## config.mk

```make
export PLATFORM = sky130hd
export DESIGN_NAME = mpramTop
export DESIGN_NICKNAME = d
export VERILOG_FILES = /design/src/common/memGeomPkg.sv /design/src/common/memCmdPkg.sv /design/src/lvtMem/bankRam.sv /design/src/lvtMem/liveValueTable.sv /design/src/lvtMem/lvtMultiPortRam.sv /design/src/source/mpramTop.sv /design/src/source/portRequestSlave.sv /design/src/source/readReturnMaster.sv
export VERILOG_INCLUDE_DIRS = /design/src /design/src/common
export SDC_FILE = /design/constraint.sdc
export NUM_CORES = 1
export LEC_CHECK = 0
export ABC_AREA = 1
export BUFFER_PORTS_ARGS = -buffer_cell sky130_fd_sc_hd__clkbuf_2
export CORE_UTILIZATION = 55
export DETAILED_ROUTE_END_ITERATION = 16
export PLACE_DENSITY = 0.72
export SETUP_SLACK_MARGIN = 0.15
export SYNTH_ARGS = -nofsm -noshare
export SYNTH_HDL_FRONTEND = slang
export SYNTH_SLANG_ARGS = --single-unit
export TNS_END_PERCENT = 10
```

## constraint.sdc

```tcl
create_clock -name clk -period 2.9 [get_ports clk]
set_clock_uncertainty 0.05 [all_clocks]
set_input_delay 0.29 -clock clk [delete_from_list [all_inputs] [get_ports clk]]
set_output_delay 0.29 -clock clk [all_outputs]
set_load 0.02 [all_outputs]
```

## src/common/mpram_defs.svh

```systemverilog
`ifndef MPRAM_DEFS_SVH
`define MPRAM_DEFS_SVH

// geometry of the two-port LVT memory
`define MPRAM_DEPTH  16 // words per bank
`define MPRAM_DATA_W 16 // data word width

// client side
`define MPRAM_PORTS  2  // client ports, one data bank each
`define MPRAM_TAG_W  8  // read tag echoed back with the response

`endif

```

## src/common/memGeomPkg.sv

```systemverilog
`include "mpram_defs.svh"

package memGeomPkg;

  // word address, 4 bits for 16 words
  typedef logic [$clog2(`MPRAM_DEPTH)-1:0] addr_t;

  // one data word as held in a bank
  typedef logic [`MPRAM_DATA_W-1:0] data_t;

  // bank number, i.e. the port whose bank last wrote an address
  typedef logic [$clog2(`MPRAM_PORTS)-1:0] bankSel_t;

endpackage

```

## src/common/memCmdPkg.sv

```systemverilog
`include "mpram_defs.svh"

package memCmdPkg;

  typedef logic [`MPRAM_TAG_W-1:0] tag_t; // read tag, returned with the read data

  // write view: isWrite, address, data
  typedef struct packed {
    logic              isWrite; // always 1 in this view
    memGeomPkg::addr_t addr;    // target word
    memGeomPkg::data_t data;    // value to store
  } writeCmd_s;

  // read view: isWrite, address, tag, pad to the write view width
  typedef struct packed {
    logic                                 isWrite; // always 0 in this view
    memGeomPkg::addr_t                    addr;    // word to fetch
    tag_t                                 tag;     // echoed on rspTag
    logic [`MPRAM_DATA_W-`MPRAM_TAG_W-1:0] unused; // don't care
  } readCmd_s;

  // one 21-bit command word, top bit picks the view
  typedef union packed {
    writeCmd_s wr;
    readCmd_s  rd;
  } cmdWord_u;

endpackage

```

## src/lvtMem/bankRam.sv

```systemverilog
`timescale 1ns/1ps
`include "mpram_defs.svh"

module bankRam (
  input  logic              clk,                   // clock
  input  logic              rstN,                  // sync reset, active low
  input  logic              wrEn,                  // write from the owning port
  input  memGeomPkg::addr_t wrAddr,                // write address
  input  memGeomPkg::data_t wrData,                // write data
  input  memGeomPkg::addr_t rdAddr [`MPRAM_PORTS], // one read address per port
  output memGeomPkg::data_t rdData [`MPRAM_PORTS]  // registered read data
);

  import memGeomPkg::*;

  data_t mem [`MPRAM_DEPTH]; // bank storage

  // single write port, whole bank cleared by reset
  always_ff @(posedge clk) begin
    if (!rstN) begin
      for (int a = 0; a < `MPRAM_DEPTH; a++) begin
        mem[a] <= '0;
      end
    end else if (wrEn) begin
      mem[wrAddr] <= wrData;
    end
  end

  // two sync read ports, old data on same-address collision
  always_ff @(posedge clk) begin
    for (int r = 0; r < `MPRAM_PORTS; r++) begin
      rdData[r] <= mem[rdAddr[r]];
    end
  end

endmodule

```

## src/lvtMem/liveValueTable.sv

```systemverilog
`timescale 1ns/1ps
`include "mpram_defs.svh"

module liveValueTable (
  input  logic                 clk,                   // clock
  input  logic                 rstN,                  // sync reset, active low
  input  logic                 wrEn   [`MPRAM_PORTS], // write enable per port
  input  memGeomPkg::addr_t    wrAddr [`MPRAM_PORTS], // write address per port
  input  memGeomPkg::addr_t    rdAddr [`MPRAM_PORTS], // read address per port
  output memGeomPkg::bankSel_t rdBank [`MPRAM_PORTS]  // live bank, one cycle later
);

  import memGeomPkg::*;

  bankSel_t lvt [`MPRAM_DEPTH]; // live bank per address

  // record the writing port, port order gives port 1 priority on a collision
  always_ff @(posedge clk) begin
    if (!rstN) begin
      for (int a = 0; a < `MPRAM_DEPTH; a++) begin
        lvt[a] <= '0; // everything lives in bank 0 after reset
      end
    end else begin
      for (int p = 0; p < `MPRAM_PORTS; p++) begin
        if (wrEn[p]) begin
          lvt[wrAddr[p]] <= bankSel_t'(p); // later p overrides earlier
        end
      end
    end
  end

  // registered lookup, lines up with the bank read registers
  // a same-cycle write is not seen here, old entry comes out
  always_ff @(posedge clk) begin
    for (int r = 0; r < `MPRAM_PORTS; r++) begin
      rdBank[r] <= lvt[rdAddr[r]];
    end
  end

endmodule

```

## src/lvtMem/lvtMultiPortRam.sv

```systemverilog
`timescale 1ns/1ps
`include "mpram_defs.svh"

module lvtMultiPortRam (
  input  logic              clk,                   // clock
  input  logic              rstN,                  // sync reset, active low
  input  logic              wrEn   [`MPRAM_PORTS], // write enable per port
  input  memGeomPkg::addr_t wrAddr [`MPRAM_PORTS], // write address per port
  input  memGeomPkg::data_t wrData [`MPRAM_PORTS], // write data per port
  input  memGeomPkg::addr_t rdAddr [`MPRAM_PORTS], // read address per port
  output memGeomPkg::data_t rdData [`MPRAM_PORTS]  // live read data, one cycle later
);

  import memGeomPkg::*;

  data_t    bankRd  [`MPRAM_PORTS][`MPRAM_PORTS]; // [bank][read port]
  bankSel_t liveSel [`MPRAM_PORTS];               // live bank per read port

  // one bank per write port, every bank serves every read port
  for (genvar p = 0; p < `MPRAM_PORTS; p++) begin : gBank
    bankRam bank_i (
      .clk    (clk),
      .rstN   (rstN),
      .wrEn   (wrEn[p]),   // only port p writes bank p
      .wrAddr (wrAddr[p]),
      .wrData (wrData[p]),
      .rdAddr (rdAddr),
      .rdData (bankRd[p])
    );
  end

  // which bank holds the newest value for each address
  liveValueTable lvt_i (
    .clk    (clk),
    .rstN   (rstN),
    .wrEn   (wrEn),
    .wrAddr (wrAddr),
    .rdAddr (rdAddr),
    .rdBank (liveSel) // registered, same cycle as bankRd
  );

  // output muxes, pick the live bank per read port
  for (genvar r = 0; r < `MPRAM_PORTS; r++) begin : gSel
    assign rdData[r] = bankRd[liveSel[r]][r];
  end

endmodule

```

## src/source/mpramTop.sv

```systemverilog
`timescale 1ns/1ps
`include "mpram_defs.svh"

module mpramTop (
  input  logic                clk,       // clock
  input  logic                rstN,      // sync reset, active low
  input  logic                cmdReqP0,  // port 0 command request
  input  memCmdPkg::cmdWord_u cmdWordP0, // port 0 command word
  output logic                cmdAckP0,  // port 0 command ack
  output logic                rspReqP0,  // port 0 response request
  input  logic                rspAckP0,  // port 0 response ack
  output memGeomPkg::data_t   rspDataP0, // port 0 read data
  output memCmdPkg::tag_t     rspTagP0,  // port 0 read tag
  input  logic                cmdReqP1,  // port 1 command request
  input  memCmdPkg::cmdWord_u cmdWordP1, // port 1 command word
  output logic                cmdAckP1,  // port 1 command ack
  output logic                rspReqP1,  // port 1 response request
  input  logic                rspAckP1,  // port 1 response ack
  output memGeomPkg::data_t   rspDataP1, // port 1 read data
  output memCmdPkg::tag_t     rspTagP1   // port 1 read tag
);

  import memGeomPkg::*;
  import memCmdPkg::*;

  logic  issueValid [`MPRAM_PORTS]; // issue pulse per port
  logic  issueWrite [`MPRAM_PORTS]; // issued command is a write
  addr_t issueAddr  [`MPRAM_PORTS];
  data_t issueData  [`MPRAM_PORTS];
  tag_t  issueTag   [`MPRAM_PORTS];
  logic  slotBusy   [`MPRAM_PORTS]; // back-pressure to the input side
  logic  coreWrEn   [`MPRAM_PORTS]; // write strobe into the core
  logic  rdIssue    [`MPRAM_PORTS]; // read strobe into the output side
  data_t coreRdData [`MPRAM_PORTS];

  // strobes split by command kind
  for (genvar p = 0; p < `MPRAM_PORTS; p++) begin : gStrobe
    assign coreWrEn[p] = issueValid[p] & issueWrite[p];
    assign rdIssue[p]  = issueValid[p] & ~issueWrite[p];
  end

  portRequestSlave slave0_i (
    .clk (clk), .rstN (rstN), .cmdReq (cmdReqP0), .cmdWord (cmdWordP0),
    .slotBusy (slotBusy[0]), .cmdAck (cmdAckP0), .issueValid (issueValid[0]),
    .issueWrite (issueWrite[0]), .issueAddr (issueAddr[0]), .issueData (issueData[0]),
    .issueTag (issueTag[0])
  );

  portRequestSlave slave1_i (
    .clk (clk), .rstN (rstN), .cmdReq (cmdReqP1), .cmdWord (cmdWordP1),
    .slotBusy (slotBusy[1]), .cmdAck (cmdAckP1), .issueValid (issueValid[1]),
    .issueWrite (issueWrite[1]), .issueAddr (issueAddr[1]), .issueData (issueData[1]),
    .issueTag (issueTag[1])
  );

  // reads use the issued address on every issue, writes are masked by coreWrEn
  lvtMultiPortRam core_i (
    .clk    (clk),
    .rstN   (rstN),
    .wrEn   (coreWrEn),
    .wrAddr (issueAddr),
    .wrData (issueData),
    .rdAddr (issueAddr),
    .rdData (coreRdData)
  );

  readReturnMaster master0_i (
    .clk (clk), .rstN (rstN), .rdIssue (rdIssue[0]), .issueTag (issueTag[0]),
    .rdData (coreRdData[0]), .rspAck (rspAckP0), .rspReq (rspReqP0),
    .rspData (rspDataP0), .rspTag (rspTagP0), .slotBusy (slotBusy[0])
  );

  readReturnMaster master1_i (
    .clk (clk), .rstN (rstN), .rdIssue (rdIssue[1]), .issueTag (issueTag[1]),
    .rdData (coreRdData[1]), .rspAck (rspAckP1), .rspReq (rspReqP1),
    .rspData (rspDataP1), .rspTag (rspTagP1), .slotBusy (slotBusy[1])
  );

endmodule

```

## src/source/portRequestSlave.sv

```systemverilog
`timescale 1ns/1ps

module portRequestSlave (
  input  logic                clk,        // clock
  input  logic                rstN,       // sync reset, active low
  input  logic                cmdReq,     // client request, four-phase
  input  memCmdPkg::cmdWord_u cmdWord,    // stable while cmdReq is high
  input  logic                slotBusy,   // response slot still occupied
  output logic                cmdAck,     // four-phase acknowledge
  output logic                issueValid, // one-cycle issue pulse to the core
  output logic                issueWrite, // issued command is a write
  output memGeomPkg::addr_t   issueAddr,  // issued address
  output memGeomPkg::data_t   issueData,  // write data, valid with a write
  output memCmdPkg::tag_t     issueTag    // read tag, valid with a read
);

  typedef enum logic [1:0] {
    idle,     // waiting for cmdReq
    issued,   // issue pulse is out this cycle
    waitDrop  // ack high, waiting for cmdReq to fall
  } slaveState_t;

  slaveState_t state;

  // handshake FSM, exactly one issue per request
  always_ff @(posedge clk) begin
    if (!rstN) begin
      state      <= idle;
      issueValid <= 1'b0;
      cmdAck     <= 1'b0;
    end else begin
      case (state)
        idle: begin
          // writes go straight in, reads wait for a free response slot
          if (cmdReq && (cmdWord.wr.isWrite || !slotBusy)) begin
            issueValid <= 1'b1;
            state      <= issued;
          end
        end
        issued: begin
          issueValid <= 1'b0; // single pulse
          cmdAck     <= 1'b1; // ack the cycle after issue
          state      <= waitDrop;
        end
        default: begin
          if (!cmdReq) begin
            cmdAck <= 1'b0; // phase 4
            state  <= idle;
          end
        end
      endcase
    end
  end

  // command payload, decoded through the view isWrite selects
  always_ff @(posedge clk) begin
    if (state == idle && cmdReq) begin
      issueWrite <= cmdWord.wr.isWrite;
      if (cmdWord.wr.isWrite) begin
        issueAddr <= cmdWord.wr.addr;
        issueData <= cmdWord.wr.data;
      end else begin
        issueAddr <= cmdWord.rd.addr;
        issueTag  <= cmdWord.rd.tag; // only meaningful for reads
      end
    end
  end

endmodule

```

## src/source/readReturnMaster.sv

```systemverilog
`timescale 1ns/1ps

module readReturnMaster (
  input  logic              clk,      // clock
  input  logic              rstN,     // sync reset, active low
  input  logic              rdIssue,  // read issued to the core this cycle
  input  memCmdPkg::tag_t   issueTag, // tag of the issued read
  input  memGeomPkg::data_t rdData,   // core data, valid the cycle after issue
  input  logic              rspAck,   // client acknowledge, four-phase
  output logic              rspReq,   // response request
  output memGeomPkg::data_t rspData,  // read data, stable while rspReq high
  output memCmdPkg::tag_t   rspTag,   // echoed tag
  output logic              slotBusy  // response slot occupied
);

  typedef enum logic [1:0] {
    idle,       // slot free
    waitData,   // read issued, core data arrives this cycle
    present,    // rspReq high, waiting for rspAck
    waitAckLow  // rspReq dropped, waiting for rspAck to fall
  } returnState_t;

  returnState_t state;

  // busy from the issue cycle itself, the FSM only catches up an edge later
  assign slotBusy = rdIssue || (state != idle);

  always_ff @(posedge clk) begin
    if (!rstN) begin
      state  <= idle;
      rspReq <= 1'b0;
    end else begin
      case (state)
        idle:       if (rdIssue) state <= waitData;
        waitData: begin
          rspReq <= 1'b1; // same edge the data is captured
          state  <= present;
        end
        present: begin
          if (rspAck) begin
            rspReq <= 1'b0; // drop the cycle after ack is seen
            state  <= waitAckLow;
          end
        end
        default:    if (!rspAck) state <= idle; // handshake done, slot freed
      endcase
    end
  end

  // response payload
  always_ff @(posedge clk) begin
    if (rdIssue) rspTag <= issueTag;         // tag at issue
    if (state == waitData) rspData <= rdData; // data one cycle later
  end

endmodule
```

# Word-level counts from Yosys, hierarchy flattened
# Memory sizes are Yosys's and may differ from the RTL's. A register that Yosys moved wholly into a read port is not among the register bits.
# Cells that the tools add are included.
# W data, S select, Z words.
[classes] magnitude_cmp=2 mux=51 reduce_logical=38 bitwise=12 eq_ne=18
[op_table] cell="$mux W32" n=3
[op_table] cell="$mux W16" n=5
[op_table] cell="$reduce_or A16 Y1" n=2
[op_table] cell="$reduce_and A2 Y1" n=12
[op_table] cell="$mux W2" n=10
[op_table] cell="$mux W1" n=19
[op_table] cell="$mux W4" n=4
[op_table] cell="$ne A2 B1 Y1 const B" n=6
[op_table] cell="$pmux W1 S2" n=6
[op_table] cell="$pmux W2 S3" n=2
[op_table] cell="$reduce_bool A2 Y1" n=6
[op_table] cell="$eq A2 B1 Y1 const B" n=4
[op_table] cell="$logic_not A2 Y1" n=4
[op_table] cell="$ne A4 B1 Y1 const B" n=2
[op_table] cell="$pmux W2 S2" n=2
[op_table] cell="$ne A3 B1 Y1 const B" n=2
[op_table] cell="$not A1 Y1" n=6
[op_table] cell="$reduce_and A3 Y1" n=2
[op_table] cell="$and A1 B1 Y1" n=4
[op_table] cell="$eq A2 B2 Y1 const B" n=2
[op_table] cell="$ge A2 B2 Y1 const B" n=2
[op_table] cell="$logic_and A1 B1 Y1" n=4
[op_table] cell="$logic_or A1 B1 Y1" n=4
[op_table] cell="$ne A2 B2 Y1 const B" n=2
[op_table] cell="3 further kinds" n=6
[totals] ramBits=528 out_inout_bits=52 inputBits=48 ff_bits=120 mem_count=3 word_cells=146
[memory_table] name="core_i.gBank[0].bank_i.mem" words=16 width=16 read_ports=2 rd_clocked_by_memory_dff=2 write_ports=16 line="bankRam.sv:16" rtl="data_t mem [`MPRAM_DEPTH];"
[memory_table] name="core_i.gBank[1].bank_i.mem" words=16 width=16 read_ports=2 rd_clocked_by_memory_dff=2 write_ports=16 line="bankRam.sv:16"
[memory_table] name="core_i.lvt_i.lvt" words=16 width=1 read_ports=2 rd_clocked_by_memory_dff=2 write_ports=16 line="liveValueTable.sv:15" rtl="bankSel_t lvt [`MPRAM_DEPTH];"

# Depth between registers and ports, before layout
[depth] ltp_word=8 ltp_mapped=12 ltp_nobuf=9

# Hierarchy
# Synthesis repeated with hierarchy kept, for this count alone.
[hier_totals] cells_unflattened=4522 area_unflattened_um2=36576.3
[by_module_without_submodules] module="bankRam" seq_area_each_um2=8328.0 area_each_um2=15453.6 n_inst=2 cells_each=1998
[by_module_without_submodules] module="portRequestSlave" seq_area_each_um2=950.9 area_each_um2=1041.0 n_inst=2 cells_each=53
[by_module_without_submodules] module="readReturnMaster" seq_area_each_um2=780.7 area_each_um2=965.9 n_inst=2 cells_each=62
[by_module_without_submodules] module="liveValueTable" seq_area_each_um2=360.3 area_each_um2=1158.6 n_inst=1 cells_each=184
[by_module_without_submodules] module="lvtMultiPortRam" seq_area_each_um2=0.0 area_each_um2=461.7 n_inst=1 cells_each=104
[by_module_without_submodules] module="mpramTop" seq_area_each_um2=0.0 area_each_um2=35.0 n_inst=1 cells_each=8

# Least setup slack after synthesis
# OpenSTA, ideal clock, no wires.
[synth_timing] kind="register to register" from="reg slave0_i.issueAddr[1]" to="mem core_i.gBank[0].bank_i.mem[0][0] in the netlist's numbering, enable pin" synth_period_minus_slack_ps=2051 setup_time_ps=372 required_ps=2478 path_buffers=2 stages_incl_launch_ff=8 setup_slack_ps=849 t_arrival_ps=1629 cell_sequence="edfxtp_1 buf_4 nor2_1 nand2_1 nor2_1 clkinv_1 buf_2 nand2_1"
[synth_lines] item="from (decl)" line="portRequestSlave.sv:12" rtl="output memGeomPkg::addr_t issueAddr,"
[synth_lines] item="from (signal assigned)" line="portRequestSlave.sv:60" rtl="issueAddr <= cmdWord.wr.addr;"
[synth_lines] item="from (signal assigned)" line="portRequestSlave.sv:63" rtl="issueAddr <= cmdWord.rd.addr;"
[synth_lines] item="to (decl)" line="bankRam.sv:16"

==> reports/metrics.yaml <==
status:
  status: "finished, final reports clean"
synth:
  synthXorXnorAreaFrac_pct: 0
  seq_area_frac_synth_pct: 55.86
  synth_edf_count: 618
  synth_top_family_by_area: "simple AND/OR/NAND/NOR gates"
  synth_top_area_share_pct: 50.61
  synth_ff_type: "edfxtp_1"
  async_flop_share_pct: 0
  yosys-top-cells-area: "edfxtp_1 51%, nand2_1 30%, nor2_1 5.5%, dfxtp_1 5.2%, inv_1 1.9%"
  synthMuxAreaShare_pct: 0.9828
  yosys.area.top_type: "edfxtp_1"
  synthSimpleGateAreaFrac_pct: 36.58
  netlist_area_sq_um: 36670
  yosysWarningCount: 0
  synthesis.nets: 4807
  synth_seq_cells: 714
  ys_types: 26
  synth_fa_ha_area_share_pct: 0.2048
  synth_compound_area_share_pct: 0.2867
  postSynthAreaPerCell_sq_um: 7.714
  syn_inst: 4753
detailed_routing:
  ant_nets: 0
  dr_total_vias: 30830
  first_iter_violations: 4341
  drc_errors: 0
  drtPass1Iterations: 8
  routedWlPerCell_um: 18.92
  wirelength_um: 108700
  vias_per_cell: 5.367
timing:
  report.final.hold_viol_count: 0
  fin_crit_sh_pct: 80.71
  rsz0062_at_grt: "false"
  worst_pin_slew_ns: 1.001
  tns_ns: 0
  slew_violations: 0
  max-slew-margin-rel_pct: 33.19
  period_minus_slack_ns: 2.341
  fmax_mhz: 427.2
  final-setup-viol-count: 0
critical_path:
  required_ns: 3.42
  path_max_fanout: 79
  cp_data_arrival_time_ns: 2.86
  crit_top_cell: "nand2_1"
  critPathLaunchType: "flip-flop"
  critPathCaptureType: "flip-flop"
  slowest_stage: "edfxtp_1"
  critPathMaxStageDelay_ns: 0.62
  crit_chain: "buf_12 -> buf_4 -> nand2_1 -> nand2_1 -> nand2_1 -> nand2_1 -> nand2_1 -> nand2_1 -> inv_1 -> nand2_1"
  path_class: "flip-flop to flip-flop"
cells_and_area:
  nFillCells: 5654
  drive_gt1_share_pct: 8.482
  areaGrowthSynthToFinish_pct: 11.82
  stdcell_count: 5745
  seqCellArea_sq_um: 20480
  antenna_cells: 0
  final_nets: 4870
  final_util_pct: 62.25
  design_area_sq_um: 41000
  multi_input_area_sq_um: 13960
floorplanning:
  die_w_um: 260.2
  start_util_pct: 55.67
  dieArea_sq_um: 67700
  core.rowCount: 94
  die_h_um: 260.2
  ios: 100
  core-area_sq_um: 65860
global_routing:
  antenna_found_initial: 1
  globalRouteMet3Util_pct: 5.955
  top_usage_layer: "met2"
  grt_max_degree: 98
  track_usage_pct: 32.15
  grt_util_met1_pct: 46.79
  overflow: 0
  grt_pass1_wl_um: 165300
  gr-usage-met2_pct: 47.74
  first_global_vias: 28180
placement:
  hpwl_um: 68640
  placed_cells: 5555
  place.port_buffers: 99
  place_congestion: 0.9144
  place_area_sq_um: 37880
clock_tree:
  cts_hold_repair.buffers: 46
  root_buffer: "clkbuf_16"
  clkTransAtPathRegs_ns: 0.06
  postCtsSetupRepairBufs: 0
  htreeDepth: 3
  cts_tree: "built"
  clockBufferDepth: 3
  cts.sinks: 714
  cts_buffers: 77
  clkLatencyLatePin_ns: 0.64
  cts_resized: 0
flow_run:
  max_cap_viol_count: 0
power_and_ir_drop:
  peakVddDrop_v: 0.0005598
  p_leak_nw: 20.10
  finalPower_mw: 26.86
  powerDensity_nw_per_um2: 655.1
min_path:
  hold_path.class: "input pin to flip-flop"
-- worst max-delay path, delay by kind of cell, from the launching register on --
kind	cells	cell delay [ns]
DFF	1	0.62
buffers and inverters	3	0.90
and+or+nand+nor	7	0.61
-- cells in the mapped netlist (21+ instances only) --
master,number
buf_1,31
buf_2,107
buf_4,38
buf_6,25
clkbuf_1,74
dfxtp_1,96
edfxtp_1,618
inv_1,188
mux2_2,32
nand2_1,2907
nand2_2,29
nand3_1,21
nor2_1,536
-- state kept, by name, summed over array words and instances (netlist names), 2 cells and up --
| register | cells |
|---|---|
| slave1_i.issueAddr | 4 |
| core_i.lvt_i.rdBank | 2 |
| slave0_i.issueData | 16 |
| slave1_i.state | 2 |
| master0_i.rspData | 16 |
| core_i.gBank.bank_i.rdData | 64 |
| slave1_i.issueTag | 8 |
| core_i.lvt_i.lvt | 16 |
| slave0_i.issueTag | 8 |
| slave0_i.issueAddr | 4 |
| master0_i.rspTag | 8 |
| slave1_i.issueData | 16 |
| core_i.gBank.bank_i.mem | 512 |
| slave0_i.state | 2 |
| master1_i.state | 2 |
| master1_i.rspData | 16 |
| master0_i.state | 2 |
| master1_i.rspTag | 8 |
-- per-stage QoR --
stage	setup WS (ns)	hold WS, ns
global route	0.4578	0.2405
CTS	0.6278	0.1848
finish	0.5594	0.2125
floorplan	0.8490	0.3389
global placement	0.6869	0.3507
detailed placement	0.6505	0.3554
-- worst paths after layout --
check                                                      from                                        end  slack, ns  cells after the start
worst min-delay path                                       rstN            master1_i.state[0]$_SDFFE_PN0P_       0.21                      4
worst min register to register   slave1_i.issueTag[2]$_DFFE_PP_              master1_i.rspTag[2]$_DFFE_PP_       0.37                      0
worst max-delay path            slave1_i.issueAddr[0]$_DFFE_PP_  core_i.gBank[1].bank_i.rdData[11]$_DFF_P_       0.56                     10
worst max register to register  slave1_i.issueAddr[0]$_DFFE_PP_  core_i.gBank[1].bank_i.rdData[11]$_DFF_P_       0.56                     10
-- logic make-up (layout without fill, tap and decap cells) --
group                    after synthesis  count (layout)
AO/OA/AOI/OAI                         20              20
adder cells (fa/ha/maj)                6               6
buffers and inverters                471             599
flip-flops                           714             714
multiplexers                          32              32
AND/OR/NAND/NOR                     3510            3510
-- report_power, final --
part | internal, mW | total (mW) | switching, mW
registers | 11.9 | 12.3 | 0.419
clock network | 6.18 | 10.4 | 4.23
logic | 1.10 | 4.13 | 3.03
-- metal layers --
metal | share of wire [%] | up-vias
li1 | - | 14740
met1 | 41 | 13960
met2 | 43 | 1918
met3 | 12 | 214
met4 | 3.6 | 0
met5 | 0 | -
-- layout by cell type, fill, tap and decap left out --
cell type / count
clkbuf_16: 77
buf_4: 94
inv_8: 2
clkinv_8: 2
inv_1: 187
bufinv_16: 13
clkbuf_2: 99
nand4_1: 1
clkbuf_1: 9
clkbuf_8: 4
edfxtp_1: 618
dfxtp_1: 96
clkinvlp_4: 2
inv_16: 2
nor2_2: 2
nand2_1: 2907
inv_2: 4
clkinv_1: 19
nor2_1: 536
nand2_2: 29
mux2_2: 32
nor3_1: 1
buf_12: 20
clkinv_2: 14
a211oi_1: 1
inv_4: 2
dlygate4sd3_1: 46
nor3_4: 6
nand3_4: 2
o31ai_1: 1
a21oi_1: 8
nand3_1: 21
ha_1: 6
inv_6: 3
nor2_4: 5
o21ai_0: 10
-- area by class of cell --
| type | count | share of cell area [%] |
|---|---|---|
| sequential | 714 | 49.95 |
| tap | 864 | 2.637 |
| clock buffer | 90 | 4.916 |
| timing repair buffer | 259 | 5.029 |
| multi-input combinational | 3568 | 34.06 |
| inverter | 196 | 1.843 |
| clock inverter | 54 | 1.566 |
No activity file was read; power rests on OpenSTA's default activity.
